## config.mk

```make
export PLATFORM = sky130hd
export DESIGN_NAME = sms_host_top
export DESIGN_NICKNAME = d
export VERILOG_FILES = /design/src/sms_pkg.sv /design/src/sms_ce_gen.sv /design/src/sms_cart_loader.sv /design/src/sms_cheat_loader.sv /design/src/sms_backup_ctrl.sv /design/src/sms_host_top.sv
export VERILOG_INCLUDE_DIRS = /design/src
export SDC_FILE = /design/constraint.sdc
export NUM_CORES = 1
export LEC_CHECK = 0
export ABC_AREA = 1
export ABC_CLOCK_PERIOD_IN_PS = 1900
export BUFFER_PORTS_ARGS = -buffer_cell sky130_fd_sc_hd__buf_2
export CAP_MARGIN = 40
export CORE_UTILIZATION = 46
export CTS_CLUSTER_DIAMETER = 50
export DETAILED_ROUTE_END_ITERATION = 12
export PLACE_DENSITY = 0.71
export RECOVER_POWER = 100
export REMOVE_ABC_BUFFERS = 1
export SETUP_SLACK_MARGIN = 0.2
export SKIP_LAST_GASP = 1
export SLEW_MARGIN = 5
export SYNTH_ARGS = -nofsm -noshare
export SYNTH_HDL_FRONTEND = slang
export SYNTH_HIERARCHICAL = 1
export SYNTH_SLANG_ARGS = --single-unit
```

## constraint.sdc

```tcl
create_clock -name clk_sys -period 1.9 [get_ports clk_sys]
set_input_delay 0.285 -clock clk_sys [delete_from_list [all_inputs] [get_ports clk_sys]]
set_output_delay 0.285 -clock clk_sys [all_outputs]
set_load 0.1 [all_outputs]
```

## src/sms_settings.svh

```systemverilog
//==========================================================================
// Master System host glue settings
// Divider period, bus widths, copier header, backup size and loader indices
//==========================================================================
`ifndef SMS_SETTINGS_SVH
`define SMS_SETTINGS_SVH

// Clock enable divider
`define SMS_CE_PERIOD 30        // clk_sys cycles per enable frame
`define SMS_CE_CW     5         // Divider counter width

// Address widths
`define SMS_ROM_AW    22        // ROM byte address
`define SMS_IOCTL_AW  25        // Loader address

// Copier header prepended to some dumps
`define SMS_HDR_BYTES 512

// Backup RAM image in 512-byte sectors
`define SMS_BK_SECTORS 64

// Loader indices
`define SMS_CHEAT_INDEX 8'hFF   // Cheat file download
`define SMS_GG_INDEX    5'd2    // Game Gear cartridge, low five bits

`endif

```

## src/sms_pkg.sv

```systemverilog
//==========================================================================
// Master System host glue types
// Backup sequencer state and the cheat record layout
//==========================================================================
package sms_pkg;

	// Backup RAM sequencer
	typedef enum logic [1:0] {
		BK_IDLE = 2'd0,
		BK_LOAD = 2'd1,         // Sectors SD -> NVRAM
		BK_SAVE = 2'd2          // Sectors NVRAM -> SD
	} bk_state_e;

	//======================================================================
	// Cheat record, 128 bits
	//======================================================================
	// Each word is built least significant byte first by the loader
	typedef struct packed {
		logic [31:0] flags;     // Bits 127:96
		logic [31:0] addr;      // Bits 95:64
		logic [31:0] compare;   // Bits 63:32
		logic [31:0] replace;   // Bits 31:0
	} cheat_code_t;

endpackage

```

## src/sms_ce_gen.sv

```systemverilog
`timescale 1ns/1ps
//==========================================================================
// Clock enable generator
// Divides clk_sys into the CPU, VDP, pixel and sprite strobes
//==========================================================================
`include "sms_settings.svh"

module sms_ce_gen
	import sms_pkg::*;
(
	input  logic clk_sys,
	input  logic arst_n,
	output logic ce_cpu,
	output logic ce_vdp,
	output logic ce_pix,
	output logic ce_sp
);

	localparam logic [`SMS_CE_CW-1:0] cnt_last = `SMS_CE_PERIOD - 1;

	logic [`SMS_CE_CW-1:0] clk_div;

	// Strobes are decoded from the count and land one cycle later
	always_ff @(posedge clk_sys or negedge arst_n) begin
		if (!arst_n) begin
			clk_div <= '0;
			ce_cpu  <= 1'b0;
			ce_vdp  <= 1'b0;
			ce_pix  <= 1'b0;
			ce_sp   <= 1'b0;
		end else begin
			ce_sp  <= clk_div[0];       // Half rate
			ce_cpu <= 1'b0;
			ce_vdp <= 1'b0;
			ce_pix <= 1'b0;

			if (clk_div == cnt_last) clk_div <= '0;
			else clk_div <= clk_div + 1'b1;

			case (clk_div)
				`SMS_CE_CW'd4, `SMS_CE_CW'd14: begin
					ce_vdp <= 1'b1;
				end
				`SMS_CE_CW'd9: begin
					ce_vdp <= 1'b1;
					ce_pix <= 1'b1;
					ce_cpu <= 1'b1;
				end
				`SMS_CE_CW'd19, `SMS_CE_CW'd29: begin
					ce_vdp <= 1'b1;
					ce_pix <= 1'b1;
				end
				`SMS_CE_CW'd24: begin // CPU phase shifted off the pixel strobe
					ce_vdp <= 1'b1;
					ce_cpu <= 1'b1;
				end
				default: ;
			endcase
		end
	end

	// CPU strobe sits on a VDP strobe and repeats every half frame
	a_cpu_on_vdp: assert property (@(posedge clk_sys) disable iff (!arst_n)
		ce_cpu |-> ce_vdp);
	a_cpu_spacing: assert property (@(posedge clk_sys) disable iff (!arst_n)
		ce_cpu |=> !ce_cpu [*(`SMS_CE_PERIOD / 2 - 1)] ##1 ce_cpu);

endmodule

```

## src/sms_cart_loader.sv

```systemverilog
`timescale 1ns/1ps
//==========================================================================
// Cartridge loader
// Writes downloaded ROM bytes over a toggle handshake, builds the size
// masks and folds core read addresses into the loaded image
//==========================================================================
`include "sms_settings.svh"

module sms_cart_loader
	import sms_pkg::*;
(
	input  logic                     clk_sys,
	input  logic                     arst_n,
	input  logic                     cart_download,
	input  logic                     ioctl_wr,
	input  logic [`SMS_IOCTL_AW-1:0] ioctl_addr,
	input  logic [7:0]               ioctl_index,
	input  logic [7:0]               ioctl_dout,
	input  logic                     rom_ack,
	input  logic [`SMS_ROM_AW-1:0]   rd_addr,
	output logic                     ioctl_wait,
	output logic                     rom_wr,
	output logic [`SMS_ROM_AW-1:0]   rom_addr,
	output logic [7:0]               rom_data,
	output logic [`SMS_ROM_AW-1:0]   rd_addr_out,
	output logic                     is_gg
);

	localparam logic [`SMS_ROM_AW-1:0]   hdr_rom   = `SMS_HDR_BYTES;
	localparam logic [`SMS_IOCTL_AW-1:0] hdr_ioctl = `SMS_HDR_BYTES;
	localparam int unsigned              hdr_bit   = $clog2(`SMS_HDR_BYTES);

	logic                   dl_q;
	logic                   cart_wr;
	logic [`SMS_ROM_AW-1:0] wr_offs;
	logic [`SMS_ROM_AW-1:0] cart_mask;
	logic [`SMS_ROM_AW-1:0] cart_mask512;
	logic                   has_header;

	assign cart_wr = ioctl_wr & cart_download;
	assign wr_offs = ioctl_addr[`SMS_ROM_AW-1:0];

	//======================================================================
	// Write handshake
	//======================================================================
	always_ff @(posedge clk_sys or negedge arst_n) begin
		if (!arst_n) begin
			dl_q       <= 1'b0;
			ioctl_wait <= 1'b0;
			rom_wr     <= 1'b0;
			rom_addr   <= '0;
			rom_data   <= '0;
		end else begin
			dl_q <= cart_download;
			if (cart_download && !dl_q) begin
				rom_addr <= '0;             // New image
			end else if (cart_wr) begin
				rom_wr     <= ~rom_wr;      // Request toggle
				rom_data   <= ioctl_dout;
				ioctl_wait <= 1'b1;
			end else if (ioctl_wait && (rom_ack == rom_wr)) begin
				ioctl_wait <= 1'b0;
				rom_addr   <= rom_addr + 1'b1;
			end
		end
	end

	// Size masks, plain and header-offset
	always_ff @(posedge clk_sys or negedge arst_n) begin
		if (!arst_n) begin
			cart_mask    <= '0;
			cart_mask512 <= '0;
			has_header   <= 1'b0;
			is_gg        <= 1'b0;
		end else begin
			if (cart_wr) begin
				cart_mask    <= cart_mask | wr_offs;
				cart_mask512 <= cart_mask512 | (wr_offs - hdr_rom);
				if (ioctl_addr == '0) cart_mask <= '0;
				if (ioctl_addr == hdr_ioctl) cart_mask512 <= '0;
				is_gg <= (ioctl_index[4:0] == `SMS_GG_INDEX);
			end
			// Final loader address is the image size
			if (dl_q && !cart_download) has_header <= ioctl_addr[hdr_bit];
		end
	end

	// Skip the copier header when one is present
	assign rd_addr_out = has_header ? ((rd_addr + hdr_rom) & cart_mask512)
	                                : (rd_addr & cart_mask);

	// Source honours back-pressure
	a_no_wr_in_wait: assert property (@(posedge clk_sys) disable iff (!arst_n)
		ioctl_wait |-> !ioctl_wr);

endmodule

```

## src/sms_cheat_loader.sv

```systemverilog
`timescale 1ns/1ps
//==========================================================================
// Cheat code loader
// Collects 16 downloaded bytes into one cheat record and strobes it out
//==========================================================================

module sms_cheat_loader
	import sms_pkg::*;
(
	input  logic        clk_sys,
	input  logic        arst_n,
	input  logic        code_download,
	input  logic        ioctl_wr,
	input  logic [3:0]  ioctl_addr,
	input  logic [7:0]  ioctl_dout,
	output cheat_code_t code,
	output logic        code_valid
);

	logic        code_wr;
	logic [15:0][7:0] rec;      // Byte 15 is the top of the flags word
	logic [3:0]  slot;

	assign code_wr = code_download & ioctl_wr;

	// Field n/4 from the top, byte n mod 4 from the bottom
	assign slot = {~ioctl_addr[3:2], ioctl_addr[1:0]};

	//======================================================================
	// Record assembly
	//======================================================================
	always_ff @(posedge clk_sys or negedge arst_n) begin
		if (!arst_n) begin
			rec        <= '0;
			code_valid <= 1'b0;
		end else begin
			code_valid <= 1'b0;
			if (code_wr) begin
				rec[slot] <= ioctl_dout;
				if (&ioctl_addr) code_valid <= 1'b1;   // Last byte of the record
			end
		end
	end

	assign code = cheat_code_t'(rec);

endmodule

```

## src/sms_backup_ctrl.sv

```systemverilog
`timescale 1ns/1ps
//==========================================================================
// Backup RAM sequencer
// Moves the battery RAM image to and from the SD card one sector at a time,
// with manual load and save, autosave on OSD close and a pending flag
//==========================================================================
`include "sms_settings.svh"

module sms_backup_ctrl
	import sms_pkg::*;
(
	input  logic        clk_sys,
	input  logic        arst_n,
	input  logic        cart_download,
	input  logic        img_mounted,
	input  logic        img_readonly,
	input  logic [63:0] img_size,
	input  logic        bk_load_req,
	input  logic        bk_save_req,
	input  logic        autosave,
	input  logic        osd_open,
	input  logic        nvram_we,
	input  logic        sd_ack,
	output logic [31:0] sd_lba,
	output logic        sd_rd,
	output logic        sd_wr,
	output logic        bk_busy,
	output logic        bk_loading,
	output logic        bk_pending
);

	localparam logic [31:0] last_lba = `SMS_BK_SECTORS - 1;

	bk_state_e state;

	logic dl_q;
	logic load_q;
	logic save_q;
	logic ack_q;
	logic bk_ena;
	logic save_cond;
	logic load_go;
	logic save_go;
	logic auto_go;
	logic ack_rise;
	logic ack_fall;

	assign save_cond = bk_save_req | (bk_pending & osd_open & autosave);

	assign load_go  = bk_load_req & bk_ena & ~load_q;
	assign save_go  = save_cond & bk_ena & ~save_q;
	assign auto_go  = dl_q & ~cart_download & (|img_size) & bk_ena;  // Reload after a new cart
	assign ack_rise = sd_ack & ~ack_q;
	assign ack_fall = ~sd_ack & ack_q;

	assign bk_busy    = (state != BK_IDLE);
	assign bk_loading = (state == BK_LOAD);

	//======================================================================
	// Edge detectors and image enable
	//======================================================================
	always_ff @(posedge clk_sys or negedge arst_n) begin
		if (!arst_n) begin
			dl_q   <= 1'b0;
			load_q <= 1'b0;
			save_q <= 1'b0;
			ack_q  <= 1'b0;
			bk_ena <= 1'b0;
		end else begin
			dl_q   <= cart_download;
			load_q <= bk_load_req & bk_ena;
			save_q <= save_cond & bk_ena;
			ack_q  <= sd_ack;

			if (cart_download && !dl_q) bk_ena <= 1'b0;
			// Save image is mounted by the end of the download
			if (cart_download && img_mounted && !img_readonly) bk_ena <= 1'b1;
		end
	end

	//======================================================================
	// Sector sequencer
	//======================================================================
	always_ff @(posedge clk_sys or negedge arst_n) begin
		if (!arst_n) begin
			state  <= BK_IDLE;
			sd_lba <= '0;
			sd_rd  <= 1'b0;
			sd_wr  <= 1'b0;
		end else begin
			if (ack_rise) begin   // Host took the request
				sd_rd <= 1'b0;
				sd_wr <= 1'b0;
			end

			case (state)
				BK_IDLE: begin
					if (auto_go || load_go) begin
						state  <= BK_LOAD;
						sd_lba <= '0;
						sd_rd  <= 1'b1;
						sd_wr  <= 1'b0;
					end else if (save_go) begin
						state  <= BK_SAVE;
						sd_lba <= '0;
						sd_rd  <= 1'b0;
						sd_wr  <= 1'b1;
					end
				end
				BK_LOAD, BK_SAVE: begin
					if (ack_fall) begin
						if (sd_lba == last_lba) begin
							state <= BK_IDLE;
						end else begin
							sd_lba <= sd_lba + 32'd1;
							sd_rd  <= (state == BK_LOAD);
							sd_wr  <= (state == BK_SAVE);
						end
					end
				end
				default: state <= BK_IDLE;
			endcase
		end
	end

	// NVRAM written during play, flushed by the next sequence
	always_ff @(posedge clk_sys or negedge arst_n) begin
		if (!arst_n) begin
			bk_pending <= 1'b0;
		end else if (bk_ena && !osd_open && nvram_we) begin
			bk_pending <= 1'b1;
		end else if (bk_busy) begin
			bk_pending <= 1'b0;
		end
	end

	// One direction at a time
	a_rd_wr_excl: assert property (@(posedge clk_sys) disable iff (!arst_n)
		!(sd_rd && sd_wr));

endmodule

```

## src/sms_host_top.sv

```systemverilog
`timescale 1ns/1ps
//==========================================================================
// Master System host glue, top level
// Splits downloads into cart and cheat streams and merges reset and LED
//==========================================================================
`include "sms_settings.svh"

module sms_host_top
	import sms_pkg::*;
(
	input  logic                     clk_sys,
	input  logic                     arst_n,
	input  logic                     ext_reset,
	input  logic                     ioctl_download,
	input  logic                     ioctl_wr,
	input  logic [7:0]               ioctl_index,
	input  logic [7:0]               ioctl_dout,
	input  logic [`SMS_IOCTL_AW-1:0] ioctl_addr,
	input  logic                     rom_ack,
	input  logic [`SMS_ROM_AW-1:0]   rd_addr,
	input  logic                     img_mounted,
	input  logic                     img_readonly,
	input  logic [63:0]              img_size,
	input  logic                     bk_load_req,
	input  logic                     bk_save_req,
	input  logic                     autosave,
	input  logic                     osd_open,
	input  logic                     nvram_we,
	input  logic                     sd_ack,
	output logic                     ce_cpu,
	output logic                     ce_vdp,
	output logic                     ce_pix,
	output logic                     ce_sp,
	output logic                     ioctl_wait,
	output logic                     rom_wr,
	output logic [`SMS_ROM_AW-1:0]   rom_addr,
	output logic [7:0]               rom_data,
	output logic [`SMS_ROM_AW-1:0]   rd_addr_out,
	output logic                     is_gg,
	output cheat_code_t              code,
	output logic                     code_valid,
	output logic [31:0]              sd_lba,
	output logic                     sd_rd,
	output logic                     sd_wr,
	output logic                     bk_pending,
	output logic                     core_reset,
	output logic                     led
);

	logic code_index;
	logic code_download;
	logic cart_download;
	logic bk_busy;
	logic bk_loading;

	// Download decode
	assign code_index    = (ioctl_index == `SMS_CHEAT_INDEX);
	assign code_download = ioctl_download & code_index;
	assign cart_download = ioctl_download & ~code_index;

	// Core held in reset while the image or its save is loading
	assign core_reset = ext_reset | cart_download | bk_loading;
	assign led        = cart_download | bk_busy | (autosave & bk_pending);

	sms_ce_gen u_ce_gen (
		.clk_sys (clk_sys),
		.arst_n  (arst_n),
		.ce_cpu  (ce_cpu),
		.ce_vdp  (ce_vdp),
		.ce_pix  (ce_pix),
		.ce_sp   (ce_sp)
	);

	sms_cart_loader u_cart_loader (
		.clk_sys       (clk_sys),
		.arst_n        (arst_n),
		.cart_download (cart_download),
		.ioctl_wr      (ioctl_wr),
		.ioctl_addr    (ioctl_addr),
		.ioctl_index   (ioctl_index),
		.ioctl_dout    (ioctl_dout),
		.rom_ack       (rom_ack),
		.rd_addr       (rd_addr),
		.ioctl_wait    (ioctl_wait),
		.rom_wr        (rom_wr),
		.rom_addr      (rom_addr),
		.rom_data      (rom_data),
		.rd_addr_out   (rd_addr_out),
		.is_gg         (is_gg)
	);

	sms_cheat_loader u_cheat_loader (
		.clk_sys       (clk_sys),
		.arst_n        (arst_n),
		.code_download (code_download),
		.ioctl_wr      (ioctl_wr),
		.ioctl_addr    (ioctl_addr[3:0]),   // Offset within the record
		.ioctl_dout    (ioctl_dout),
		.code          (code),
		.code_valid    (code_valid)
	);

	sms_backup_ctrl u_backup_ctrl (
		.clk_sys       (clk_sys),
		.arst_n        (arst_n),
		.cart_download (cart_download),
		.img_mounted   (img_mounted),
		.img_readonly  (img_readonly),
		.img_size      (img_size),
		.bk_load_req   (bk_load_req),
		.bk_save_req   (bk_save_req),
		.autosave      (autosave),
		.osd_open      (osd_open),
		.nvram_we      (nvram_we),
		.sd_ack        (sd_ack),
		.sd_lba        (sd_lba),
		.sd_rd         (sd_rd),
		.sd_wr         (sd_wr),
		.bk_busy       (bk_busy),
		.bk_loading    (bk_loading),
		.bk_pending    (bk_pending)
	);

endmodule

```

# == Yosys cells after proc, flatten, opt, wreduce, memory -nomap -nowiden ==
# Index checks and enable logic that the tools add are counted.
# word_totals
ff_bits,258
in_bits,141
out_inout_bits,225
elab_cells,174
# op_classes
add_sub_neg,5
n_lt_le_gt_ge,2
eq_ne,18
n_mux,43
n_bitwise,34
n_reduce_logical,32
# op_table
operator,count
2-to-1 mux 22 bit,6
bitwise mux 128 bit,1
2-to-1 mux 32 bit,4
one-hot mux 32 bit (2 select lines),1
OR reduction 64 bit,1
bitwise AND 22 bit,2
OR 22 bit,2
adder 32 x 1 -> 32 bit (second input constant),1
demux 8 bit (select 4 bit),1
== test 32 x 6 -> 1 bit (second input constant),1
== test 25 x 10 -> 1 bit (second input constant),1
logical NOT 25 bit,1
adder 22 x 1 -> 22 bit (second input constant),1
adder 22 x 10 -> 22 bit (second input constant),1
subtractor 22 x 10 -> 22 bit (second input constant),1
2-to-1 mux 1 bit,21
bitwise AND 1 bit,16
== test 5 bit (second input constant),3
nonzero test 2 bit,6
== test 5 x 4 -> 1 bit (second input constant),2
== test 8 bit (second input constant),1
logical AND 1 bit,8
2-to-1 mux 2 bit,4
2-to-1 mux 8 bit,1
other kinds (26),47

# == Logic depth before layout (Yosys ltp) ==
# Gate-level depths: netlist of the first run.
# depth
word_depth,10
mapped_depth,14
ltp_nobuf,14

# == Cells and area by module ==
# Netlist of the first run, hierarchy kept.
# by_module_without_submodules
module,n_inst,cells_each,area_each_um2,seq_area_each_um2
sms_cheat_loader,1,593,5178.7,3228.1
sms_cart_loader,1,620,4431.8,1976.9
sms_backup_ctrl,1,554,3288.2,1051.0
sms_ce_gen,1,53,476.7,225.2
sms_host_top,1,15,60.1,0.0

# == Worst setup path after synthesis of the first run ==
# No wires, ideal clock.
# synth_path
path_type,reg2out
from,register u_cart_loader.has_header
to,output port rd_addr_out[12]
arrival_ps,2993
t_required_ps,1615
setup_slack_ps,-1378
path_stages_with_launch,4
n_path_buf,2
cell_sequence,dfrtp_1 -> clkbuf_1 -> clkbuf_1 -> o32ai_1
# synth_via
elab_chain_cells,1
# synth_lines
item,line_no,text
"start, declared",sms_cart_loader.sv:38,logic has_header;
"start signal, assigned",sms_cart_loader.sv:84,if (dl_q && !cart_download) has_header <= ioctl_addr[hdr_bit];
2-to-1 mux 22 bit,sms_cart_loader.sv:89,assign rd_addr_out = has_header ? ((rd_addr + hdr_rom) & cart_mask512)
"end, declared",sms_host_top.sv:38,"output logic [`SMS_ROM_AW-1:0] rd_addr_out,"
# Every way passes these cells.

# == Final worst setup path of the first run ==
# layout_path
from,register u_cart_loader.has_header
to,output port rd_addr_out[10]
# The elaborated chain is that of the path after synthesis.

==> results of run 1 <==
==> worst reg2reg max path: stages, from the launching register on <==
cell                      delay (ns)
sky130_fd_sc_hd__dfrtp_1        0.38
sky130_fd_sc_hd__nor2_1         0.12
sky130_fd_sc_hd__nand3_2        0.10
sky130_fd_sc_hd__nor2_1         0.14
sky130_fd_sc_hd__nand2_2        0.07
sky130_fd_sc_hd__nor2_1         0.15
sky130_fd_sc_hd__nand2_2        0.09
sky130_fd_sc_hd__nand2_2        0.08
sky130_fd_sc_hd__o21ai_4        0.08
sky130_fd_sc_hd__nand3_4        0.14
sky130_fd_sc_hd__buf_6          0.22
sky130_fd_sc_hd__nand2_2        0.07
sky130_fd_sc_hd__nand2_1        0.05
==> kinds of logic (layout without fill, tap and decap cells) <==
| group | after synthesis | after routing |
|---|---|---|
| AND/OR/NAND/NOR | 1179 | 1179 |
| flip-flops | 259 | 259 |
| buffers and inverters | 247 | 721 |
| AO/OA/AOI/OAI | 131 | 131 |
| adder cells (fa/ha/maj) | 12 | 12 |
| XOR/XNOR | 7 | 7 |
| other | 0 | 1 |
==> how the worst min path moves through the flow <==
stage | endpoint | slack, ns
global placement | u_cart_loader/rom_addr[15]$_DFFE_PN0P_ | 0.22
detailed placement | u_cart_loader/rom_addr[19]$_DFFE_PN0P_ | 0.22
global route | u_cart_loader/cart_mask[9]$_DFFE_PN0P_ | 0.05
finish | u_cart_loader/has_header$_DFFE_PN0P_ | 0.04
floorplan | u_backup_ctrl/ack_q$_DFF_PN0_ | -0.01
CTS | u_cart_loader/has_header$_DFFE_PN0P_ | 0.02
==> report_power, final <==
part           switching [mW]  internal [mW]  total [mW]  leakage [nW]
registers               0.141           5.67        5.81          3.32
clock network            2.56           3.98        6.53         0.572
logic                    3.62           1.36        4.98          6.02
==> cell type report <==
type	count	area (sq um)	share of cell area [%]
sequential	259	6500	35.4
multi-input combinational	1329	6350	34.7
timing repair buffer	484	3180	17.3
clock buffer	46	988	5.39
inverter	173	656	3.58
tap	384	480	2.62
clock inverter	17	173	0.942
timing repair inverter	1	7.51	0.0409
antenna	1	2.50	0.0136
==> stage by stage <==
| stage | setup WS (ns) | setup TNS (ns) |
|---|---|---|
| 3_5_place_dp | 0.0195 | 0 |
| 4_1_cts | -0.130 | -2.19 |
| 2_1_floorplan | -1.65 | -53.88 |
| 3_3_place_gp | 0.0649 | 0 |
| 6_report | -0.127 | -1.95 |
| 5_1_grt | -0.201 | -7.32 |
==> cell usage in the layout, fill, tap and decap left out, types with 25 or more instances in the layout <==
master,count
sky130_fd_sc_hd__nand4_1,52
sky130_fd_sc_hd__a21oi_1,60
sky130_fd_sc_hd__buf_12,29
sky130_fd_sc_hd__nand2_1,600
sky130_fd_sc_hd__nand2_2,33
sky130_fd_sc_hd__o21ai_0,36
sky130_fd_sc_hd__nor2_2,25
sky130_fd_sc_hd__clkbuf_2,199
sky130_fd_sc_hd__nand3_1,220
sky130_fd_sc_hd__dfrtp_1,246
sky130_fd_sc_hd__buf_2,142
sky130_fd_sc_hd__inv_1,156
sky130_fd_sc_hd__buf_4,83
sky130_fd_sc_hd__nor2_1,180
sky130_fd_sc_hd__clkbuf_16,36
==> routing by layer <==
metal | vias to the layer above | routed length [um] | track usage (%) | part of all wire [%]
met5 | - | 0 | 0 | 0
met4 | 0 | 1380 | 9.51 | 3.0
met3 | 105 | 3920 | 6.95 | 8.7
met2 | 646 | 22200 | 51.8 | 49
met1 | 6687 | 17800 | 36.6 | 39
li1 | 6749 | - | - | -
==> flip-flops by register name (all words and copies together), names as in the netlist, 2 cells and up <==
register                    cells
u_cheat_loader/code           128
u_cart_loader/rom_addr         22
u_cart_loader/cart_mask512     22
u_backup_ctrl/sd_lba           32
u_cart_loader/rom_data          8
u_ce_gen/clk_div                5
u_cart_loader/cart_mask        22
u_backup_ctrl/state             2
==> repair_timing <==
item,CTS,global route
gates cloned,2,1
endpoints found under the hold margin,41,0
pin swaps,9,14
hold buffers,8,0
resized for setup,87,131
setup buffers,18,6
setup endpoints to repair,89,74
==> results.txt, run 1 <==
----------------------------------------------------
[STA]
  Number of endpoints failing setup at the final stage ... 22
  Max-slew headroom ... 17.0%
  Highest attainable clock frequency ... 0.493 GHz
  Actual transition at the worst max-transition pin ... 1.24 ns
  Worst Clk Skew ... 0.0175 ns
  Max Transition Viols Final ... 0
  Ratio of final minimum period to clock period ... 107%
  Unrepaired setup endpoints after global routing ... yes
  Clock period minus worst slack ... 2.03 ns
  Tightest hold margin ... 0.0420 ns
  Final Hold Vio Count ... 0
  Worst setup slack after layout ... -0.127 ns

[Global routing]
  Total congestion overflow after global routing ... 0
  GRT Overall Usage ... 29.8%
  Antenna violations before repair ... 1
  Maximum number of pins on one net before global-route repair ... 77
  Vias in the first global route ... 13739
  Global-route wire length before repair ... 72200 um

[Placement]
  Dpl cells ... 2595
  Input/output buffers ... 365
  Detailed Place HPWL ... 31700 um
  Final weighted congestion in routability-driven placement ... 0.946
  Placed instance area ... 16600 sq um

[Setup path]
  Cell family with most CP delay ... buffers and inverters
  R2R Path Start ... u_backup_ctrl/sd_lba[28]$_DFFE_PN0P_
  Chain of cells forming the critical path ... clkinvlp_4 -> buf_4 -> nand3_1 -> nand2_1 -> buf_12
  Required @ worst endpoint ... 1.62 ns
  Source of the critical timing path ... u_cart_loader/has_header$_DFFE_PN0P_
  Worst stage delay on the critical path ... 0.48 ns
  Cell type of the slowest stage on the worst timing path ... sky130_fd_sc_hd__dfrtp_2
  Minimum setup slack among reg-to-reg paths ... 0.12 ns
  Reg-to-Reg End ... u_backup_ctrl/sd_lba[13]$_DFFE_PN0P_
  Destination of the critical timing path ... rd_addr_out[10]
  Startpoint type of the worst setup path ... flop
  Worst setup path category ... reg -> out
  Nature of the critical path endpoint ... primary output
  Buffers & Inverters on Critical Path ... 3
  Cell depth of the worst flop-to-flop path ... 12
  Endpoint arrival time on the critical path ... 1.74 ns
  Highest fanout seen on the critical path ... 7
  Logic depth of the worst setup path including buffers ... 5

[Synth]
  Post-Syn Area per Cell ... 7.32 sq um
  Synth Area in XOR/XNOR ... 0.456%
  FF+latch count, synth ... 259
  Adder-Cell Fraction of Synth Area ... 1.12%
  Number of synthesized flops with an enable pin ... 0
  Seq/Total Area, Yosys ... 48.2%
  Synth Warn # ... 6
  Share of synthesized cell area in and, or, nand and nor gates ... 37.6%
  Synth Area in Compound Gates ... 5.13%
  Share of the synthesized area in the top cell type ... 48.2%
  Main area contributors after synthesis ... sky130_fd_sc_hd__dfrtp_1 48%, sky130_fd_sc_hd__nand2_1 18%, sky130_fd_sc_hd__nand3_1 8.4%
  Proportion of synthesized area in mux cells ... 0%
  Cell with the most instances after synthesis ... sky130_fd_sc_hd__nand2_1
  Fraction of registers with async set/reset ... 100%
  Synth Cell Area ... 13400 sq um
  Gate count after technology mapping ... 1835
  Synth cell count leaders ... 645 x sky130_fd_sc_hd__nand2_1, 259 x sky130_fd_sc_hd__dfrtp_1, 225 x sky130_fd_sc_hd__nand3_1
  Largest family of logic cells by synthesized area ... simple AND/OR/NAND/NOR gates
  Cell taking the most area after synthesis ... sky130_fd_sc_hd__dfrtp_1
  Commonest register cell after synthesis ... sky130_fd_sc_hd__dfrtp_1
  Count of unique library cells instantiated by Yosys ... 40

[Min path]
  Hold Path Cell Cnt ... 3
  Path class of the lowest-slack min-delay path ... in -> reg
  Startpoint of the tightest hold check path ... ioctl_addr[9]

[Final layout]
  Area growth from synthesis to final layout ... 36.5%
  Share of cells above drive strength 1 ... 29.4%
  Final instance count without filler cells ... 2694
  Post-layout instance area ... 18300 sq um
  Final core utilization ... 63.9%
  Number of inserted filler cells in the final layout ... 2542
  Final #Nets ... 2436

[Detailed routing]
  Total routed wirelength ... 45300 um
  DRC viols ... 0
  Average routed wire per standard cell ... 16.8 um
  Number of DRC markers after the initial detailed-route iteration ... 1010
  Count of vias placed by the detailed router ... 14187
  DR vias/cell ... 5.27
  Number of iterations in the first detailed-routing pass ... 6
  Remaining number of nets flagged by the antenna check after routing ... 0

[Power]
  Leakage power summed over all cells ... 9.91 nW
  Total power of the final layout ... 17.3 mW
  Peak supply drop ... 693 uV
  Total power per unit cell area ... 945 nW/um^2

[Clock tree]
  Number of clock buffers inserted by TritonCTS ... 35
  Master cell of the clock root buffer ... sky130_fd_sc_hd__clkbuf_16
  Clock sink count ... 259
  Clock tree from TritonCTS ... built
  Insertion delay to the later sink of the worst-skew pair ... 0.51 ns
  Post-CTS clock slew at the launch and capture registers of the worst setup and hold paths ... 0.05 ns
  Clock tree buffer depth ... 3
  H-Tree Depth ... 2

[Floorplan]
  Core outline area ... 28700 sq um
  Initial Util ... 46.8%
  Die Footprint ... 29900 sq um
  I/O pin count ... 366
  Vertical die dimension ... 173 um
  Rows ... 62
  Width of the die ... 173 um

[Outcome]
  Run status ... finished, violations left
  Violations in the final reports ... setup timing

[Job]
  Max-capacitance violation count ... 0

----------------------------------------------------
Note: power is estimated with default switching activity, not from simulation.
==> run 2: changes to the inputs <==
Settings changed: ABC_CLOCK_PERIOD_IN_PS 1900 to 1850, PLACE_DENSITY 0.71 to 0.74.
Clock period 1.9 ns to 1.85 ns, I/O delays scaled along.
==> run 2 against run 1 <==
Effect of this change:
- wire length increased by 2.7%
- the flow still finishes with violations (setup timing)
- critical path depth down 1
- via count rose by 2.0%
- die area stayed put
- register-to-register slack worse by 0.20 ns
- non-clock buffer count grew 25
- critical path type unchanged
- largest cell class unchanged
- worst hold slack hardly changed
- worst setup slack better by 0.0062 ns
- combinational power up 19%
- final cell count up 0.82%
- sequential share of layout area is 1.0 points lower
==> results.txt, run 2 (synthesis results as in run 1) <==
----------------------------------------------------
[Floorplan]
  Die Footprint ... 29900 sq um (unchanged)
  Rows ... 62 (unchanged)
  I/O pin count ... 366 (unchanged)
  Initial Util ... 46.8% (unchanged)
  Width of the die ... 173 um (unchanged)
  Core outline area ... 28700 sq um (unchanged)
  Vertical die dimension ... 173 um (unchanged)

[STA]
  Ratio of final minimum period to clock period ... 107%
  Actual transition at the worst max-transition pin ... 0.773 ns (-0.471 ns)
  Max-slew headroom ... 48.5% (+31 points)
  Highest attainable clock frequency ... 0.507 GHz
  Clock period minus worst slack ... 1.97 ns
  Worst Clk Skew ... 0.0146 ns (-0.00282 ns)
  Unrepaired setup endpoints after global routing ... yes
  Number of endpoints failing setup at the final stage ... 40 (+82%)
  Final Hold Vio Count ... 0 (unchanged)
  Max Transition Viols Final ... 0 (unchanged)
  Tightest hold margin ... 0.0416 ns (-0.000326 ns)
  Worst setup slack after layout ... -0.121 ns (+0.00622 ns)
  Total Negative Setup Slacks ... -2.31 ns (-0.367 ns)

[Outcome]
  Run status ... finished, violations left
  Violations in the final reports ... setup timing

[Job]
  Max-capacitance violation count ... 0 (unchanged)

[Final layout]
  Multi-input gate area ... 6350 sq um (-0.12%)
  Post-layout instance area ... 18900 sq um (+2.9%)
  Final core utilization ... 65.7% (+1.8 points)
  Storage element area ... 6490 sq um (about the same)
  Final instance count without filler cells ... 2716 (+0.82%)
  Commonest non-fill, non-tap cells in the layout ... 606 x sky130_fd_sc_hd__nand2_1, 287 x sky130_fd_sc_hd__buf_2, 250 x sky130_fd_sc_hd__dfrtp_1
  Most common cell after layout, fill and taps aside ... sky130_fd_sc_hd__nand2_1
  Number of inserted filler cells in the final layout ... 2425 (-4.6%)
  Final #Nets ... 2459 (+0.94%)
  Area growth from synthesis to final layout ... 40.4%
  Number of flip-flops under the largest register name ... 128 (unchanged)
  Share of cells above drive strength 1 ... 29.7% (+0.26 points)

[Setup path]
  Highest fanout seen on the critical path ... 14 (+7)
  Endpoint arrival time on the critical path ... 1.69 ns (-0.05 ns)
  Nature of the critical path endpoint ... primary output
  Destination of the critical timing path ... rd_addr_out[11]
  Worst setup path category ... reg -> out
  Required @ worst endpoint ... 1.57 ns (-0.05 ns)
  Minimum setup slack among reg-to-reg paths ... -0.08 ns (-0.20 ns)
  Reg-to-Reg End ... u_backup_ctrl/sd_lba[2]$_DFFE_PN0P_
  Source of the critical timing path ... u_cart_loader/has_header$_DFFE_PN0P_
  Startpoint type of the worst setup path ... flop
  R2R Path Start ... u_backup_ctrl/sd_lba[16]$_DFFE_PN0P_
  Cell depth of the worst flop-to-flop path ... 14 (+2)

[Clock tree]
  H-Tree Depth ... 2 (unchanged)
  Clock sink count ... 259 (unchanged)
  Insertion delay to the later sink of the worst-skew pair ... 0.49 ns (-0.02 ns)
  Master cell of the clock root buffer ... sky130_fd_sc_hd__clkbuf_16
  Number of clock buffers inserted by TritonCTS ... 34 (-2.9%)
  Clock tree buffer depth ... 3 (unchanged)
  Post-CTS clock slew at the launch and capture registers of the worst setup and hold paths ... 0.05 ns (about the same)
  Clock tree from TritonCTS ... built

[Power]
  Sequential Power Share ... 32.2% (-1.4 points)
  P_sw ... 6.43 mW (+1.7%)
  Peak supply drop ... 786 uV (+13%)
  Design internal power ... 12.1 mW (+10%)
  Switching share of power ... 34.6% (-1.8 points)
  Logic pwr share ... 32.0% (+3.3 points)
  Clock share of power ... 35.9% (-1.8 points)
  Total power per unit cell area ... 983 nW/um^2 (+4.0%)
  Leakage power summed over all cells ... 10.3 nW (+4.3%)
  Total power of the final layout ... 18.5 mW (+7.0%)

[Global routing]
  Total congestion overflow after global routing ... 0 (unchanged)
  Antenna violations before repair ... 3 (+2)
  Maximum number of pins on one net before global-route repair ... 53 (-31%)
  Vias in the first global route ... 14267 (+3.8%)
  Global-route wire length before repair ... 73400 um (+1.7%)
  GRT Overall Usage ... 30.5% (+0.65 points)

[Placement]
  Dpl cells ... 2603 (+0.31%)
  Worst setup timing slack at the placement stage ... -0.0861 ns (-0.106 ns)
  Placed instance area ... 16700 sq um (+0.89%)
  Final weighted congestion in routability-driven placement ... 0.938 (-0.85%)
  Detailed Place HPWL ... 32100 um (+1.1%)
  Input/output buffers ... 365 (unchanged)

[Detailed routing]
  Number of DRC markers after the initial detailed-route iteration ... 1112 (+10%)
  Number of iterations in the first detailed-routing pass ... 9 (+3)
  DRC viols ... 0 (unchanged)
  Average routed wire per standard cell ... 17.1 um (+1.9%)
  DR vias/cell ... 5.33 (+1.2%)
  Count of vias placed by the detailed router ... 14474 (+2.0%)
  Total routed wirelength ... 46500 um (+2.7%)
  Remaining number of nets flagged by the antenna check after routing ... 0 (unchanged)

[Min path]
  Path class of the lowest-slack min-delay path ... in -> reg
  Hold Path Cell Cnt ... 4 (+1)

----------------------------------------------------
## run 2: worst min-delay path by stage
stage / startpoint / to / slack [ns]
2_1_floorplan: arst_n / u_backup_ctrl/ack_q$_DFF_PN0_ / -0.02
3_3_place_gp: arst_n / u_backup_ctrl/sd_lba[26]$_DFFE_PN0P_ / 0.26
3_5_place_dp: arst_n / u_backup_ctrl/sd_lba[26]$_DFFE_PN0P_ / 0.26
4_1_cts: osd_open / u_backup_ctrl/bk_pending$_DFFE_PN0P_ / 0.03
5_1_grt: ioctl_addr[5] / u_cart_loader/cart_mask[5]$_DFFE_PN0P_ / 0.07
6_report: osd_open / u_backup_ctrl/bk_pending$_DFFE_PN0P_ / 0.04
## run 2: routing by layer
metal,share of wire [%],GRT usage [%],vias to the layer above
met5,0,0,-
met4,3.2,11.5,0
met2,49,52.7,798
met3,9.9,8.05,127
li1,-,-,6803
met1,38,36.4,6746
## run 2: timing repair
action	4_1_cts	5_1_grt
hold endpoints to repair	47	0
pin swaps	12	29
endpoints found under the setup margin	104	79
setup buffers	32	7
resized for setup	121	88
cloned	4	1
hold buffers	7	0
## run 2: worst max-delay path: stages, from the launching register on
cell	delay (ns)
sky130_fd_sc_hd__dfrtp_2	0.47
sky130_fd_sc_hd__clkbuf_16	0.23
sky130_fd_sc_hd__nand2_1	0.08
sky130_fd_sc_hd__o21ai_2	0.21
sky130_fd_sc_hd__buf_12	0.20
## run 2: layout make-up
cell class,instances,share of cell area (%)
Clock buffer,45,5.05
Sequential cell,259,34.4
Antenna cell,3,0.0398
Tap cell,384,2.55
Timing Repair Buffer,509,19.8
Inverter,173,3.49
Multi-Input combinational cell,1329,33.6
Clock inverter,14,0.995
## run 2: power by group through the flow
stage	registers [mW]	clock network, mW	logic (mW)
final	5.97	6.65	5.93
after global routing	5.98	6.97	6.20
after CTS	5.96	6.75	5.54
after detailed placement	6.06	0	4.49
after global placement	6.05	0	4.44
after floorplan	6.95	0	1.68
